## config.mk

```make
export PLATFORM = sky130hd
export DESIGN_NAME = exec_stage
export DESIGN_NICKNAME = d
export VERILOG_FILES = /design/src/logic/core_pkg.sv /design/src/logic/instr_decoder.sv /design/src/logic/exec_int.sv /design/src/logic/exec_branch.sv /design/src/logic/exec_writeback.sv /design/src/logic/exec_stage.sv
export SDC_FILE = /design/constraint.sdc
export NUM_CORES = 2
export LEC_CHECK = 0
export ABC_AREA = 1
export BUFFER_PORTS_ARGS = -buffer_cell sky130_fd_sc_hd__buf_2
export CAP_MARGIN = 10
export CELL_PAD_IN_SITES_DETAIL_PLACEMENT = 1
export CELL_PAD_IN_SITES_GLOBAL_PLACEMENT = 2
export CORE_MARGIN = 4
export CORE_UTILIZATION = 29
export DETAILED_ROUTE_END_ITERATION = 10
export PLACE_DENSITY_LB_ADDON = 0.1
export SLEW_MARGIN = 20
export SYNTH_ARGS = -nofsm -noshare
export SYNTH_HDL_FRONTEND = slang
export SYNTH_SLANG_ARGS = --single-unit
```

## constraint.sdc

```tcl
create_clock -name clk -period 4.3 [get_ports clk]
set_clock_uncertainty 0.15 [all_clocks]
set_input_delay 0.86 -clock clk [delete_from_list [all_inputs] [get_ports clk]]
set_output_delay 0.86 -clock clk [all_outputs]
set_load 0.05 [all_outputs]
```

## src/logic/core_pkg.sv

```systemverilog
`default_nettype none

package core_pkg;

    // Instruction word and register index sizes
    parameter int INSTR_W    = 32;
    parameter int REG_ADDR_W = 5;

    // Major opcode, instruction bits 6:2
    typedef enum logic [4:0] {
        OP_LUI       = 5'b01101,
        OP_AUIPC     = 5'b00101,
        OP_OP_IMM    = 5'b00100,
        OP_OP_IMM_32 = 5'b00110,
        OP_OP        = 5'b01100,
        OP_OP_32     = 5'b01110,
        OP_BRANCH    = 5'b11000,
        OP_JAL       = 5'b11011,
        OP_JALR      = 5'b11001
    } opcode_t;

    // Synchronous exception codes as in mcause
    typedef enum logic [3:0] {
        EXC_INSTR_MISALIGNED = 4'd0,
        EXC_ILLEGAL_INSTR    = 4'd2
    } trap_cause_t;

endpackage

`default_nettype wire

```

## src/logic/instr_decoder.sv

```systemverilog
`timescale 1ns/1ns
`default_nettype none

module instr_decoder (
    input  wire logic [core_pkg::INSTR_W-1:0]    i_instr,
    output core_pkg::opcode_t                    o_opcode,
    output logic [2:0]                           o_funct3,
    output logic [6:0]                           o_funct7,
    output logic [core_pkg::REG_ADDR_W-1:0]      o_rd,
    output logic [core_pkg::REG_ADDR_W-1:0]      o_rs1,
    output logic [core_pkg::REG_ADDR_W-1:0]      o_rs2,
    output logic [11:0]                          o_i_imm,
    output logic [19:0]                          o_u_imm,
    output logic [12:0]                          o_b_imm,
    output logic [20:0]                          o_j_imm,
    output logic                                 o_is_int,
    output logic                                 o_is_branch
);

    import core_pkg::*;

    // Reserved major opcode, used for words that are not 32-bit encodings
    localparam logic [4:0] OPC_BAD = 5'b11111;

    logic    low_ok;
    opcode_t opcode;

    assign low_ok = i_instr[1:0] == 2'b11;
    assign opcode = low_ok ? opcode_t'(i_instr[6:2]) : opcode_t'(OPC_BAD);

    assign o_opcode = opcode;
    assign o_funct3 = i_instr[14:12];
    assign o_funct7 = i_instr[31:25];
    assign o_rs1    = i_instr[19:15];
    assign o_rs2    = i_instr[24:20];

    // Branches have no destination, their rd field holds offset bits
    assign o_rd = (opcode == OP_BRANCH) ? '0 : i_instr[11:7];

    assign o_i_imm = i_instr[31:20];
    assign o_u_imm = i_instr[31:12];

    // Scattered offsets, bit 0 always zero
    assign o_b_imm = {i_instr[31], i_instr[7], i_instr[30:25], i_instr[11:8], 1'b0};
    assign o_j_imm = {i_instr[31], i_instr[19:12], i_instr[20], i_instr[30:21], 1'b0};

    // Anything not a control transfer goes to the integer unit,
    // which traps on opcodes it does not know
    assign o_is_branch = opcode inside {OP_BRANCH, OP_JAL, OP_JALR};
    assign o_is_int    = !o_is_branch;

endmodule

`default_nettype wire

```

## src/logic/exec_int.sv

```systemverilog
`timescale 1ns/1ns
`default_nettype none

module exec_int #(
    parameter int XLEN = 64,
    parameter int ALEN = 64
) (
    input  wire logic               clk,
    input  wire logic               rst,
    input  wire logic               i_valid,
    input  wire logic               i_is_int,
    input  wire logic [ALEN-1:0]    i_pc,
    input  wire core_pkg::opcode_t  i_opcode,
    input  wire logic [2:0]         i_funct3,
    input  wire logic [11:0]        i_i_imm,
    input  wire logic [19:0]        i_u_imm,
    input  wire logic [XLEN-1:0]    i_rs1_data,
    input  wire logic [XLEN-1:0]    i_rs2_data,
    output logic                    o_valid,
    output logic                    o_exception,
    output core_pkg::trap_cause_t   o_trap_cause,
    output logic [XLEN-1:0]         o_result
);

    import core_pkg::*;

    localparam int SH_W = $clog2(XLEN);

    logic                   is_imm;
    logic                   sub;
    logic [XLEN-1:0]        imm_ext;
    logic [XLEN-1:0]        upper_ext;
    logic [XLEN-1:0]        op_b;
    logic [SH_W-1:0]        shamt;
    logic [4:0]             shamt_w;
    logic [XLEN-1:0]        sum;
    logic signed [XLEN-1:0] sra;
    logic signed [31:0]     sra_w;
    logic                   next_exception;
    logic [XLEN-1:0]        next_result;

    // Sign-extend a word result to the register width
    function automatic logic [XLEN-1:0] sext_w(input logic [31:0] w);
        return XLEN'($signed(w));
    endfunction

    assign is_imm    = i_opcode inside {OP_OP_IMM, OP_OP_IMM_32};
    assign sub       = !is_imm && i_i_imm[10];   // funct7[5] on register forms
    assign imm_ext   = XLEN'($signed(i_i_imm));
    assign upper_ext = XLEN'($signed({i_u_imm, 12'b0}));
    assign op_b      = is_imm ? imm_ext : i_rs2_data;
    assign shamt     = op_b[SH_W-1:0];
    assign shamt_w   = op_b[4:0];

    // Low word of the full sum is also the ADDW/SUBW result
    assign sum   = sub ? i_rs1_data - op_b : i_rs1_data + op_b;
    assign sra   = $signed(i_rs1_data) >>> shamt;
    assign sra_w = $signed(i_rs1_data[31:0]) >>> shamt_w;

    always_comb begin
        next_exception = 1'b0;
        next_result    = '0;
        case (i_opcode)
            OP_LUI:   next_result = upper_ext;
            OP_AUIPC: next_result = XLEN'(i_pc) + upper_ext;
            OP_OP_IMM, OP_OP: begin
                case (i_funct3)
                    3'b000: next_result = sum;                  // ADD/SUB/ADDI
                    3'b001: next_result = i_rs1_data << shamt;
                    3'b010: next_result = XLEN'($signed(i_rs1_data) < $signed(op_b));
                    3'b011: next_result = XLEN'(i_rs1_data < op_b);
                    3'b100: next_result = i_rs1_data ^ op_b;
                    3'b101: next_result = i_i_imm[10] ? sra : i_rs1_data >> shamt;
                    3'b110: next_result = i_rs1_data | op_b;
                    3'b111: next_result = i_rs1_data & op_b;
                    default: next_result = '0;
                endcase
                // Shift immediates leave only funct6 bit 4 free
                if (is_imm && i_funct3 == 3'b001) begin
                    next_exception = i_i_imm[11:SH_W] != '0;
                end
                if (is_imm && i_funct3 == 3'b101) begin
                    next_exception = i_i_imm[11] || i_i_imm[9:SH_W] != '0;
                end
            end
            OP_OP_IMM_32, OP_OP_32: begin
                case (i_funct3)
                    3'b000: next_result = sext_w(sum[31:0]);
                    3'b001: next_result = sext_w(i_rs1_data[31:0] << shamt_w);
                    3'b101: begin
                        next_result = sext_w(i_i_imm[10] ? sra_w : i_rs1_data[31:0] >> shamt_w);
                    end
                    default: next_exception = 1'b1;
                endcase
                if (is_imm && i_funct3 == 3'b001) begin
                    next_exception = i_i_imm[11:5] != '0;
                end
                if (is_imm && i_funct3 == 3'b101) begin
                    next_exception = i_i_imm[11] || i_i_imm[9:5] != '0;
                end
                if (XLEN == 32) begin
                    next_exception = 1'b1;           // No word ops on RV32
                end
            end
            default: next_exception = 1'b1;      // Unknown opcode
        endcase
    end

    always_ff @(posedge clk) begin
        if (rst) begin
            o_valid <= 1'b0;
        end else begin
            o_valid <= i_valid && i_is_int;
        end
    end

    always_ff @(posedge clk) begin
        o_exception  <= next_exception;
        o_trap_cause <= EXC_ILLEGAL_INSTR;   // only cause this unit can raise
        o_result     <= next_result;
    end

endmodule

`default_nettype wire

```

## src/logic/exec_branch.sv

```systemverilog
`timescale 1ns/1ns
`default_nettype none

module exec_branch #(
    parameter int XLEN = 64,
    parameter int ALEN = 64
) (
    input  wire logic               clk,
    input  wire logic               rst,
    input  wire logic               i_valid,
    input  wire logic               i_is_branch,
    input  wire logic [ALEN-1:0]    i_pc,
    input  wire core_pkg::opcode_t  i_opcode,
    input  wire logic [2:0]         i_funct3,
    input  wire logic [11:0]        i_i_imm,
    input  wire logic [12:0]        i_b_imm,
    input  wire logic [20:0]        i_j_imm,
    input  wire logic [XLEN-1:0]    i_rs1_data,
    input  wire logic [XLEN-1:0]    i_rs2_data,
    output logic                    o_valid,
    output logic                    o_exception,
    output core_pkg::trap_cause_t   o_trap_cause,
    output logic [XLEN-1:0]         o_result,
    output logic                    o_redirect,
    output logic [ALEN-1:0]         o_target
);

    import core_pkg::*;

    logic            rs_eq;
    logic            rs_lt;
    logic            rs_ltu;
    logic [ALEN-1:0] br_target;
    logic [ALEN-1:0] jal_target;
    logic [XLEN-1:0] jalr_sum;
    logic [ALEN-1:0] link_pc;
    logic            taken;
    logic            illegal;
    logic            misaligned;
    logic [ALEN-1:0] next_target;

    assign rs_eq  = i_rs1_data == i_rs2_data;
    assign rs_lt  = $signed(i_rs1_data) < $signed(i_rs2_data);
    assign rs_ltu = i_rs1_data < i_rs2_data;

    assign br_target  = i_pc + ALEN'($signed(i_b_imm));
    assign jal_target = i_pc + ALEN'($signed(i_j_imm));
    assign jalr_sum   = i_rs1_data + XLEN'($signed(i_i_imm));
    assign link_pc    = i_pc + ALEN'(4);

    always_comb begin
        taken       = 1'b0;
        illegal     = 1'b0;
        next_target = br_target;
        case (i_opcode)
            OP_BRANCH: begin
                case (i_funct3)
                    3'b000: taken = rs_eq;       // BEQ
                    3'b001: taken = !rs_eq;      // BNE
                    3'b100: taken = rs_lt;       // BLT
                    3'b101: taken = !rs_lt;      // BGE
                    3'b110: taken = rs_ltu;      // BLTU
                    3'b111: taken = !rs_ltu;     // BGEU
                    default: illegal = 1'b1;
                endcase
            end
            OP_JAL: begin
                taken       = 1'b1;
                next_target = jal_target;
            end
            OP_JALR: begin
                taken       = 1'b1;
                next_target = {jalr_sum[ALEN-1:1], 1'b0};
                illegal     = i_funct3 != 3'b000;
            end
            default: illegal = 1'b1;
        endcase
    end

    // No compressed support, so targets must be word aligned
    assign misaligned = taken && next_target[1];

    always_ff @(posedge clk) begin
        if (rst) begin
            o_valid <= 1'b0;
        end else begin
            o_valid <= i_valid && i_is_branch;
        end
    end

    always_ff @(posedge clk) begin
        o_exception  <= illegal || misaligned;
        o_trap_cause <= illegal ? EXC_ILLEGAL_INSTR : EXC_INSTR_MISALIGNED;
        o_result     <= (i_opcode == OP_BRANCH) ? '0 : XLEN'(link_pc);
        o_redirect   <= taken;
        o_target     <= next_target;
    end

endmodule

`default_nettype wire

```

## src/logic/exec_writeback.sv

```systemverilog
`timescale 1ns/1ns
`default_nettype none

module exec_writeback #(
    parameter int XLEN = 64,
    parameter int ALEN = 64
) (
    input  wire logic                            clk,
    input  wire logic                            rst,
    input  wire logic                            i_valid,
    input  wire logic [core_pkg::REG_ADDR_W-1:0] i_rd,
    input  wire logic                            i_int_valid,
    input  wire logic                            i_int_exception,
    input  wire core_pkg::trap_cause_t           i_int_trap_cause,
    input  wire logic [XLEN-1:0]                 i_int_result,
    input  wire logic                            i_br_valid,
    input  wire logic                            i_br_exception,
    input  wire core_pkg::trap_cause_t           i_br_trap_cause,
    input  wire logic [XLEN-1:0]                 i_br_result,
    input  wire logic                            i_br_redirect,
    input  wire logic [ALEN-1:0]                 i_br_target,
    output logic                                 o_valid,
    output logic                                 o_exception,
    output core_pkg::trap_cause_t                o_trap_cause,
    output logic                                 o_rd_write,
    output logic [core_pkg::REG_ADDR_W-1:0]      o_rd,
    output logic [XLEN-1:0]                      o_result,
    output logic                                 o_redirect,
    output logic [ALEN-1:0]                      o_target
);

    import core_pkg::*;

    logic                  valid_q;
    logic [REG_ADDR_W-1:0] rd_q;
    logic                  retire;
    logic                  exc;
    trap_cause_t           cause;
    logic [XLEN-1:0]       result;

    // Align decoder fields with the unit registers
    always_ff @(posedge clk) begin
        if (rst) begin
            valid_q <= 1'b0;
        end else begin
            valid_q <= i_valid;
        end
    end

    always_ff @(posedge clk) begin
        rd_q <= i_rd;
    end

    // Units are mutually exclusive, pick whichever is valid
    assign retire = valid_q && (i_int_valid || i_br_valid);
    assign exc    = i_br_valid ? i_br_exception : i_int_exception;
    assign cause  = i_br_valid ? i_br_trap_cause : i_int_trap_cause;
    assign result = i_br_valid ? i_br_result : i_int_result;

    always_ff @(posedge clk) begin
        if (rst) begin
            o_valid    <= 1'b0;
            o_rd_write <= 1'b0;
            o_redirect <= 1'b0;
        end else begin
            o_valid    <= retire;
            o_rd_write <= retire && !exc && rd_q != '0;   // x0 is hardwired
            o_redirect <= retire && i_br_valid && i_br_redirect && !exc;
        end
    end

    always_ff @(posedge clk) begin
        o_exception  <= exc;
        o_trap_cause <= cause;
        o_rd         <= rd_q;
        o_result     <= exc ? '0 : result;
        o_target     <= i_br_target;
    end

endmodule

`default_nettype wire

```

## src/logic/exec_stage.sv

```systemverilog
`timescale 1ns/1ns
`default_nettype none

module exec_stage #(
    parameter int XLEN = 64,
    parameter int ALEN = 64
) (
    input  wire logic                            clk,
    input  wire logic                            rst,
    input  wire logic                            i_valid,
    input  wire logic [core_pkg::INSTR_W-1:0]    i_instr,
    input  wire logic [ALEN-1:0]                 i_pc,
    input  wire logic [XLEN-1:0]                 i_rs1_data,
    input  wire logic [XLEN-1:0]                 i_rs2_data,
    output logic                                 o_valid,
    output logic                                 o_exception,
    output core_pkg::trap_cause_t                o_trap_cause,
    output logic                                 o_rd_write,
    output logic [core_pkg::REG_ADDR_W-1:0]      o_rd,
    output logic [XLEN-1:0]                      o_result,
    output logic                                 o_redirect,
    output logic [ALEN-1:0]                      o_target
);

    import core_pkg::*;

    opcode_t               opcode;
    logic [2:0]            funct3;
    logic [REG_ADDR_W-1:0] rd;
    logic [11:0]           i_imm;
    logic [19:0]           u_imm;
    logic [12:0]           b_imm;
    logic [20:0]           j_imm;
    logic                  is_int;
    logic                  is_branch;

    logic                  int_valid;
    logic                  int_exception;
    trap_cause_t           int_cause;
    logic [XLEN-1:0]       int_result;
    logic                  br_valid;
    logic                  br_exception;
    trap_cause_t           br_cause;
    logic [XLEN-1:0]       br_result;
    logic                  br_redirect;
    logic [ALEN-1:0]       br_target;

    // Source indices and funct7 feed the register file side, not this stage
    instr_decoder u_decoder (
        .i_instr     (i_instr),
        .o_opcode    (opcode),
        .o_funct3    (funct3),
        .o_funct7    (),
        .o_rd        (rd),
        .o_rs1       (),
        .o_rs2       (),
        .o_i_imm     (i_imm),
        .o_u_imm     (u_imm),
        .o_b_imm     (b_imm),
        .o_j_imm     (j_imm),
        .o_is_int    (is_int),
        .o_is_branch (is_branch)
    );

    exec_int #(.XLEN(XLEN), .ALEN(ALEN)) u_int (
        .clk          (clk),
        .rst          (rst),
        .i_valid      (i_valid),
        .i_is_int     (is_int),
        .i_pc         (i_pc),
        .i_opcode     (opcode),
        .i_funct3     (funct3),
        .i_i_imm      (i_imm),
        .i_u_imm      (u_imm),
        .i_rs1_data   (i_rs1_data),
        .i_rs2_data   (i_rs2_data),
        .o_valid      (int_valid),
        .o_exception  (int_exception),
        .o_trap_cause (int_cause),
        .o_result     (int_result)
    );

    exec_branch #(.XLEN(XLEN), .ALEN(ALEN)) u_branch (
        .clk          (clk),
        .rst          (rst),
        .i_valid      (i_valid),
        .i_is_branch  (is_branch),
        .i_pc         (i_pc),
        .i_opcode     (opcode),
        .i_funct3     (funct3),
        .i_i_imm      (i_imm),
        .i_b_imm      (b_imm),
        .i_j_imm      (j_imm),
        .i_rs1_data   (i_rs1_data),
        .i_rs2_data   (i_rs2_data),
        .o_valid      (br_valid),
        .o_exception  (br_exception),
        .o_trap_cause (br_cause),
        .o_result     (br_result),
        .o_redirect   (br_redirect),
        .o_target     (br_target)
    );

    exec_writeback #(.XLEN(XLEN), .ALEN(ALEN)) u_writeback (
        .clk              (clk),
        .rst              (rst),
        .i_valid          (i_valid),
        .i_rd             (rd),
        .i_int_valid      (int_valid),
        .i_int_exception  (int_exception),
        .i_int_trap_cause (int_cause),
        .i_int_result     (int_result),
        .i_br_valid       (br_valid),
        .i_br_exception   (br_exception),
        .i_br_trap_cause  (br_cause),
        .i_br_result      (br_result),
        .i_br_redirect    (br_redirect),
        .i_br_target      (br_target),
        .o_valid          (o_valid),
        .o_exception      (o_exception),
        .o_trap_cause     (o_trap_cause),
        .o_rd_write       (o_rd_write),
        .o_rd             (o_rd),
        .o_result         (o_result),
        .o_redirect       (o_redirect),
        .o_target         (o_target)
    );

endmodule

`default_nettype wire

```

After elaboration in Yosys (flattened, before gate mapping)

Cells that the tools add are included.

Flip-flop bits (word level): 348
Input port bits: 227
Output and inout port bits: 141

Add/sub/neg operators: 7
$lt $le $gt $ge: 4
Equal/unequal tests: 18
Shift operators: 6
Multiplexer cells: 22
Bitwise gates (word level): 3
Reductions and logical operators: 37

Operators by type and width:

| kind                  | count |
|---|---|
| $pmux 64 s8           | 1 |
| $add 64x64->64        | 5 |
| $lt 64x64->1          | 4 |
| $mux 64               | 4 |
| $pmux 64 s4           | 1 |
| $pmux 64 s3           | 1 |
| $pmux 64 s2           | 1 |
| $add 64x3->64 const B | 1 |
| $and 64x64->64        | 1 |
| $eq 64x64->1          | 1 |
| $or 64x64->64         | 1 |
| $shl 64x6->64         | 1 |
| $shr 64x6->64         | 1 |
| $sshr 64x6->64        | 1 |
| $sub 64x64->64        | 1 |
| $xor 64x64->64        | 1 |
| $mux 32               | 1 |
| $shl 32x5->32         | 1 |
| $shr 32x5->32         | 1 |
| $sshr 32x5->32        | 1 |
| $eq 5x3->1 const B    | 3 |
| $eq 5x4->1 const B    | 3 |
| $eq 5x5->1 const B    | 3 |
| $eq 3x3->1 const B    | 4 |
| other kinds (22)      | 54 |

Longest topological paths before layout

Depth in word-level cells: 9
Mapped depth: 30
Gate-level depth less buffers: 26

Modules after synthesis

Synthesis repeated with hierarchy kept, for this count alone.

Cell total of the unflattened synthesis: 9210
Area, all modules: 50459.6 sq um

Modules (own cells, without submodules):

| module         | instances | cells an instance | area each (sq um) |
|---|---|---|---|
| exec_int       | 1         | 5771              | 28906.5 |
| exec_branch    | 1         | 2801              | 16323.2 |
| exec_writeback | 1         | 525               | 4441.8 |
| instr_decoder  | 1         | 113               | 788.3 |

Worst setup path after synthesis

Ideal clock, no wire load.

Path type: input -> register
Start point: input port i_instr[0] (netlist name)
End point: register u_int.o_result[43]
Arrival: 4.312 ns
Setup slack: -0.283 ns
Cell stages on the path: 27
Path buffers: 4
Cell sequence: nand2_2 > nor2_8 > nand3_4 > buf_6 > nand2_1 > nand2_1 > inv_2 > clkbuf_1 > clkbuf_1 > ha_1 > nand2_1 > o21ai_0 > a21oi_1 > o21ai_0 > a21oi_1 > inv_1 > nand2_1 > nand2_1 > nand2_1 > nand3_1 > nand2_1 > inv_1 > nand2_1 > nand2_2 > a21oi_4 > buf_6 > nand3_2

Word-level cells in the longest chain between the ends: 9
Elaborated cells on any way between the ends: 31

RTL lines:

| what                                              | RTL line                       | text |
|---|---|---|
| start: declaration                                | exec_stage.sv:11               | `input wire logic [core_pkg::INSTR_W-1:0] i_instr,` |
| $eq 2x2->1 *                                      | instr_decoder.sv:28            | `assign low_ok = i_instr[1:0] == 2'b11;` |
| $mux 5 *                                          | instr_decoder.sv:29            | `assign opcode = low_ok ? opcode_t'(i_instr[6:2]) : opcode_t'(OPC_BAD);` |
| $eq 5x3->1                                        | exec_int.sv:47, exec_int.sv:63 |  |
| $reduce_bool 2->1                                 | exec_int.sv:47                 | `assign is_imm = i_opcode inside {OP_OP_IMM, OP_OP_IMM_32};` |
| $mux 64 / $logic_not 1->1 (equally long branches) | exec_int.sv:51, exec_int.sv:48 |  |
| $add 64x64->64, or another cell as far along      | exec_int.sv:56                 | `assign sum = sub ? i_rs1_data - op_b : i_rs1_data + op_b;` |
| $mux 64, or another cell as far along             | exec_int.sv:56                 |  |
| $pmux 64 s8 / $pmux 64 s3 (equally long branches) | exec_int.sv:67, exec_int.sv:87 |  |
| $pmux 64 s4 *                                     | exec_int.sv:63                 | `case (i_opcode)` |
| net u_int.next_result[43]                         | exec_int.sv:40                 | `logic [XLEN-1:0] next_result;` |
| end signal: assignment                            | exec_int.sv:120                | `o_result <= next_result;` |
| end: declaration                                  | exec_int.sv:22                 | `output logic [XLEN-1:0] o_result` |

The timed path passes the listed nets; every way through them passes the cells marked *.
A chain may end at the register's enable or synchronous reset.

Worst setup path in the final report

Start point: input port i_instr[4] (netlist name)
End point: register u_int.o_result[26]

Word-level cells in the longest chain between the ends: 8
Elaborated cells on any way between the ends: 30

RTL lines:

| what                                              | RTL line |
|---|---|
| $mux 5 *                                          | instr_decoder.sv:29 |
| $eq 5x3->1                                        | exec_int.sv:47, exec_int.sv:63 |
| $reduce_bool 2->1                                 | exec_int.sv:47 |
| $mux 64 / $logic_not 1->1 (equally long branches) | exec_int.sv:51, exec_int.sv:48 |
| $add 64x64->64, or another cell as far along      | exec_int.sv:56 |
| $mux 64, or another cell as far along             | exec_int.sv:56 |
| $pmux 64 s8 / $pmux 64 s3 (equally long branches) | exec_int.sv:67, exec_int.sv:87 |
| $pmux 64 s4 *                                     | exec_int.sv:63 |
| net u_int.next_result[26]                         | exec_int.sv:40 |

Marked as above.

==> flow_summary.ini <==
[sta]
setup_slack_ps = -175
setup_tns_ps = -881
post-route-period-util = 1.04
hold_viol_final = 0
final_max_slew_viol_count = 0
fin_hold_ws_ps = 165
setup_viol = 19
rsz0062_at_grt = yes
tightest_slew_ps = 1050
finalCriticalPeriod_ps = 4470
fmax_mhz = 223
maxSlewHeadroom = 0.291

[floorplan]
dieArea_um2 = 168000
die_h_um = 409
rows = 147
die_x_um = 409
initial_core_util = 0.291
ios = 368
core-area_um2 = 160000

[drt]
ant_nets = 0
firstDrtPassIters = 6
viasPerCell = 5.62
drc = 0
wl_per_cell_um = 31.6
wirelength_mm = 412
initialDrtViolationCount = 7715
num_vias = 73446

[synthesis]
syn_inst = 8484
synthArstFlopShare = 0
synth-seq-cells = 342
synth_enable_flop_cells = 0
yosys_most_used_dff = dfxtp_1
postSynthAreaPerCell_um2 = 5.51
netlist.top_cell.by_area = nand2_1
seq_area_frac_synth = 0.146
yosysUniqueCellTypes = 65
synth_area_leaders = nand2_1 (18%), dfxtp_1 (15%), nand3_1 (11%)
syn_area_um2 = 46700
yosysWarnings = 0
netlist.area_leader.share = 0.179
ys_top_cells_by_count = nand2_1 (2223), inv_1 (1228), nand3_1 (1045)
yosysMostFrequentCell = nand2_1

[clock_network]
cts-root-buf = clkbuf_16
cts.path.max_buffers = 3
cts_tree = built
clk_pin_slew_ps = 70
cts.sinks = 342
numCtsBuffers = 39
h-tree-depth = 2
insertion_delay_ps = 720

[global_route]
grt_start_max_net_pins = 74
overflow = 0
grtUsageTotal = 0.470
antenna_found_initial = 68
grt_pass1_vias = 73748
grt_pass1_wl_mm = 560

[pwr]
power_density_nw_per_um2 = 251
p_leak_nw = 37.7
irDropWorstVdd_uv = 395

[worst_setup_path]
crit_path_start = i_instr[4]
crit_top_cell = nand2_1
timing.rr.start = u_branch.o_valid
start_kind = input pin
crit_slowest_cell = ha_1
r2r_slack_ps = 1950
path_max_fanout = 10
path_class = input pin to register
crit_required_ps = 4540
r2r_end = u_writeback.o_result[30]
end_kind = register
crit_path_max_incr_delay_ps = 380
worstRegToRegCells = 7
arrival_ps = 4710

[placement]
hpwl_mm = 353
place.gp.congestion = 1.17
port_buffers = 364
placed_cell_area_um2 = 67900

[layout]
stdcell_area_um2 = 70800
syn_to_final_growth_pct = 51.4
drive_gt1_frac = 0.279
nNetsFinal = 11477

[run_status]
status = complete, but fails checks
violations = setup timing

[min_path]
hold_class = register to register
holdPathEnd = u_writeback.o_target[21]
hp-start = u_branch.o_target[21]
min_path_cells = 0

[job]
cap_violations = 0
## cells in the final DEF, fill, tap and decap left out, types with 33 or more instances in the layout
| master | instances |
|---|---|
| o21ai_1 | 99 |
| o22ai_1 | 33 |
| dfxtp_1 | 341 |
| nor2_2 | 52 |
| nand2_2 | 37 |
| buf_12 | 73 |
| ha_1 | 366 |
| inv_1 | 1219 |
| o211ai_1 | 78 |
| a21oi_2 | 49 |
| a211oi_1 | 39 |
| o21a_1 | 48 |
| nand3_1 | 1015 |
| clkbuf_16 | 40 |
| nand3_2 | 37 |
| xor2_1 | 51 |
| nand4_1 | 83 |
| nor3_1 | 106 |
| o21ai_0 | 486 |
| a21oi_1 | 668 |
| nand2_1 | 2186 |
| a31oi_1 | 65 |
| buf_4 | 2179 |
| buf_2 | 363 |
| nor2_1 | 706 |
## metrics by stage
stage | power [mW] | utilization | setup WS (ps) | cells
floorplan | 7.63 | - | 2.77 | 8486
global placement | 13.2 | 0.423 | -1380 | 12953
detailed placement | 13.3 | 0.423 | -1400 | 12953
CTS | 17.2 | 0.434 | -56.8 | 13030
global route | 18.3 | 0.441 | -235 | 13044
finish | 17.7 | 0.441 | -175 | 13071
## worst max-delay path by stage
stage	endpoint	slack, ps	depth (start not counted)
after floorplan	u_int.o_result[43]	3	27
final	u_int.o_result[26]	-170	25
after global placement	u_int.o_result[39]	-1380	27
after detailed placement	u_int.o_result[49]	-1400	26
after CTS	u_int.o_result[49]	-60	23
after global routing	u_int.o_result[26]	-230	25
## critical path: cells and delay by family
kind | cells | cell delay (ps)
buf+inv | 9 | 1290
compound gates | 6 | 980
fa+ha+maj | 1 | 380
simple gates | 9 | 1150
## power by group
group / switching [mW] / leakage (nW) / internal (mW)
registers: 0.123 / 2.83 / 3.45
clock network: 1.81 / 0.652 / 1.98
logic: 6.61 / 34.2 / 3.76
## metal layers
metal | wire, um | GRT usage
met1 | 152000 | 0.520
met2 | 173000 | 0.712
met5 | 420 | 0
met3 | 35400 | 0.126
met4 | 51900 | 0.480
## final cells by class
cell class | count | area (um2)
Multi-Input combinational cell | 6600 | 35300
Fill cell | 22042 | 89600
Antenna cell | 27 | 67.6
Tap cell | 2160 | 2700
Timing Repair Buffer | 2624 | 19800
Sequential cell | 342 | 6850
Clock buffer | 48 | 1050
Clock inverter | 24 | 303
Inverter | 1246 | 4690
## flip-flops by register name, summed over array words and instances, names as in the netlist, 5 cells and up
| name | count |
|---|---|
| u_writeback.o_result | 64 |
| u_writeback.o_rd | 5 |
| u_writeback.o_target | 64 |
| u_writeback.rd_q | 5 |
| u_branch.o_target | 64 |
| u_int.o_result | 64 |
| u_branch.o_result | 64 |
## cells by family after synthesis
family                   after synthesis  synth area share
adder cells (fa/ha/maj)              397             0.107
multiplexers                           1          0.000214
AO/OA/AOI/OAI                       1753             0.209
AND/OR/NAND/NOR                     4376             0.397
buffers and inverters               1544             0.127
flip-flops                           342             0.146
other                                  1         0.0000802
XOR/XNOR                              70            0.0131
## repair_timing
action / 4_1_cts / 5_1_grt
hold buffers: 0 / 0
gates resized for setup: 127 / 286
pin swaps: 11 / 28
endpoints found under the setup margin: 63 / 89
gates cloned: 0 / 1
setup buffers: 5 / 11
Note: power is estimated with default switching activity, not from simulation.
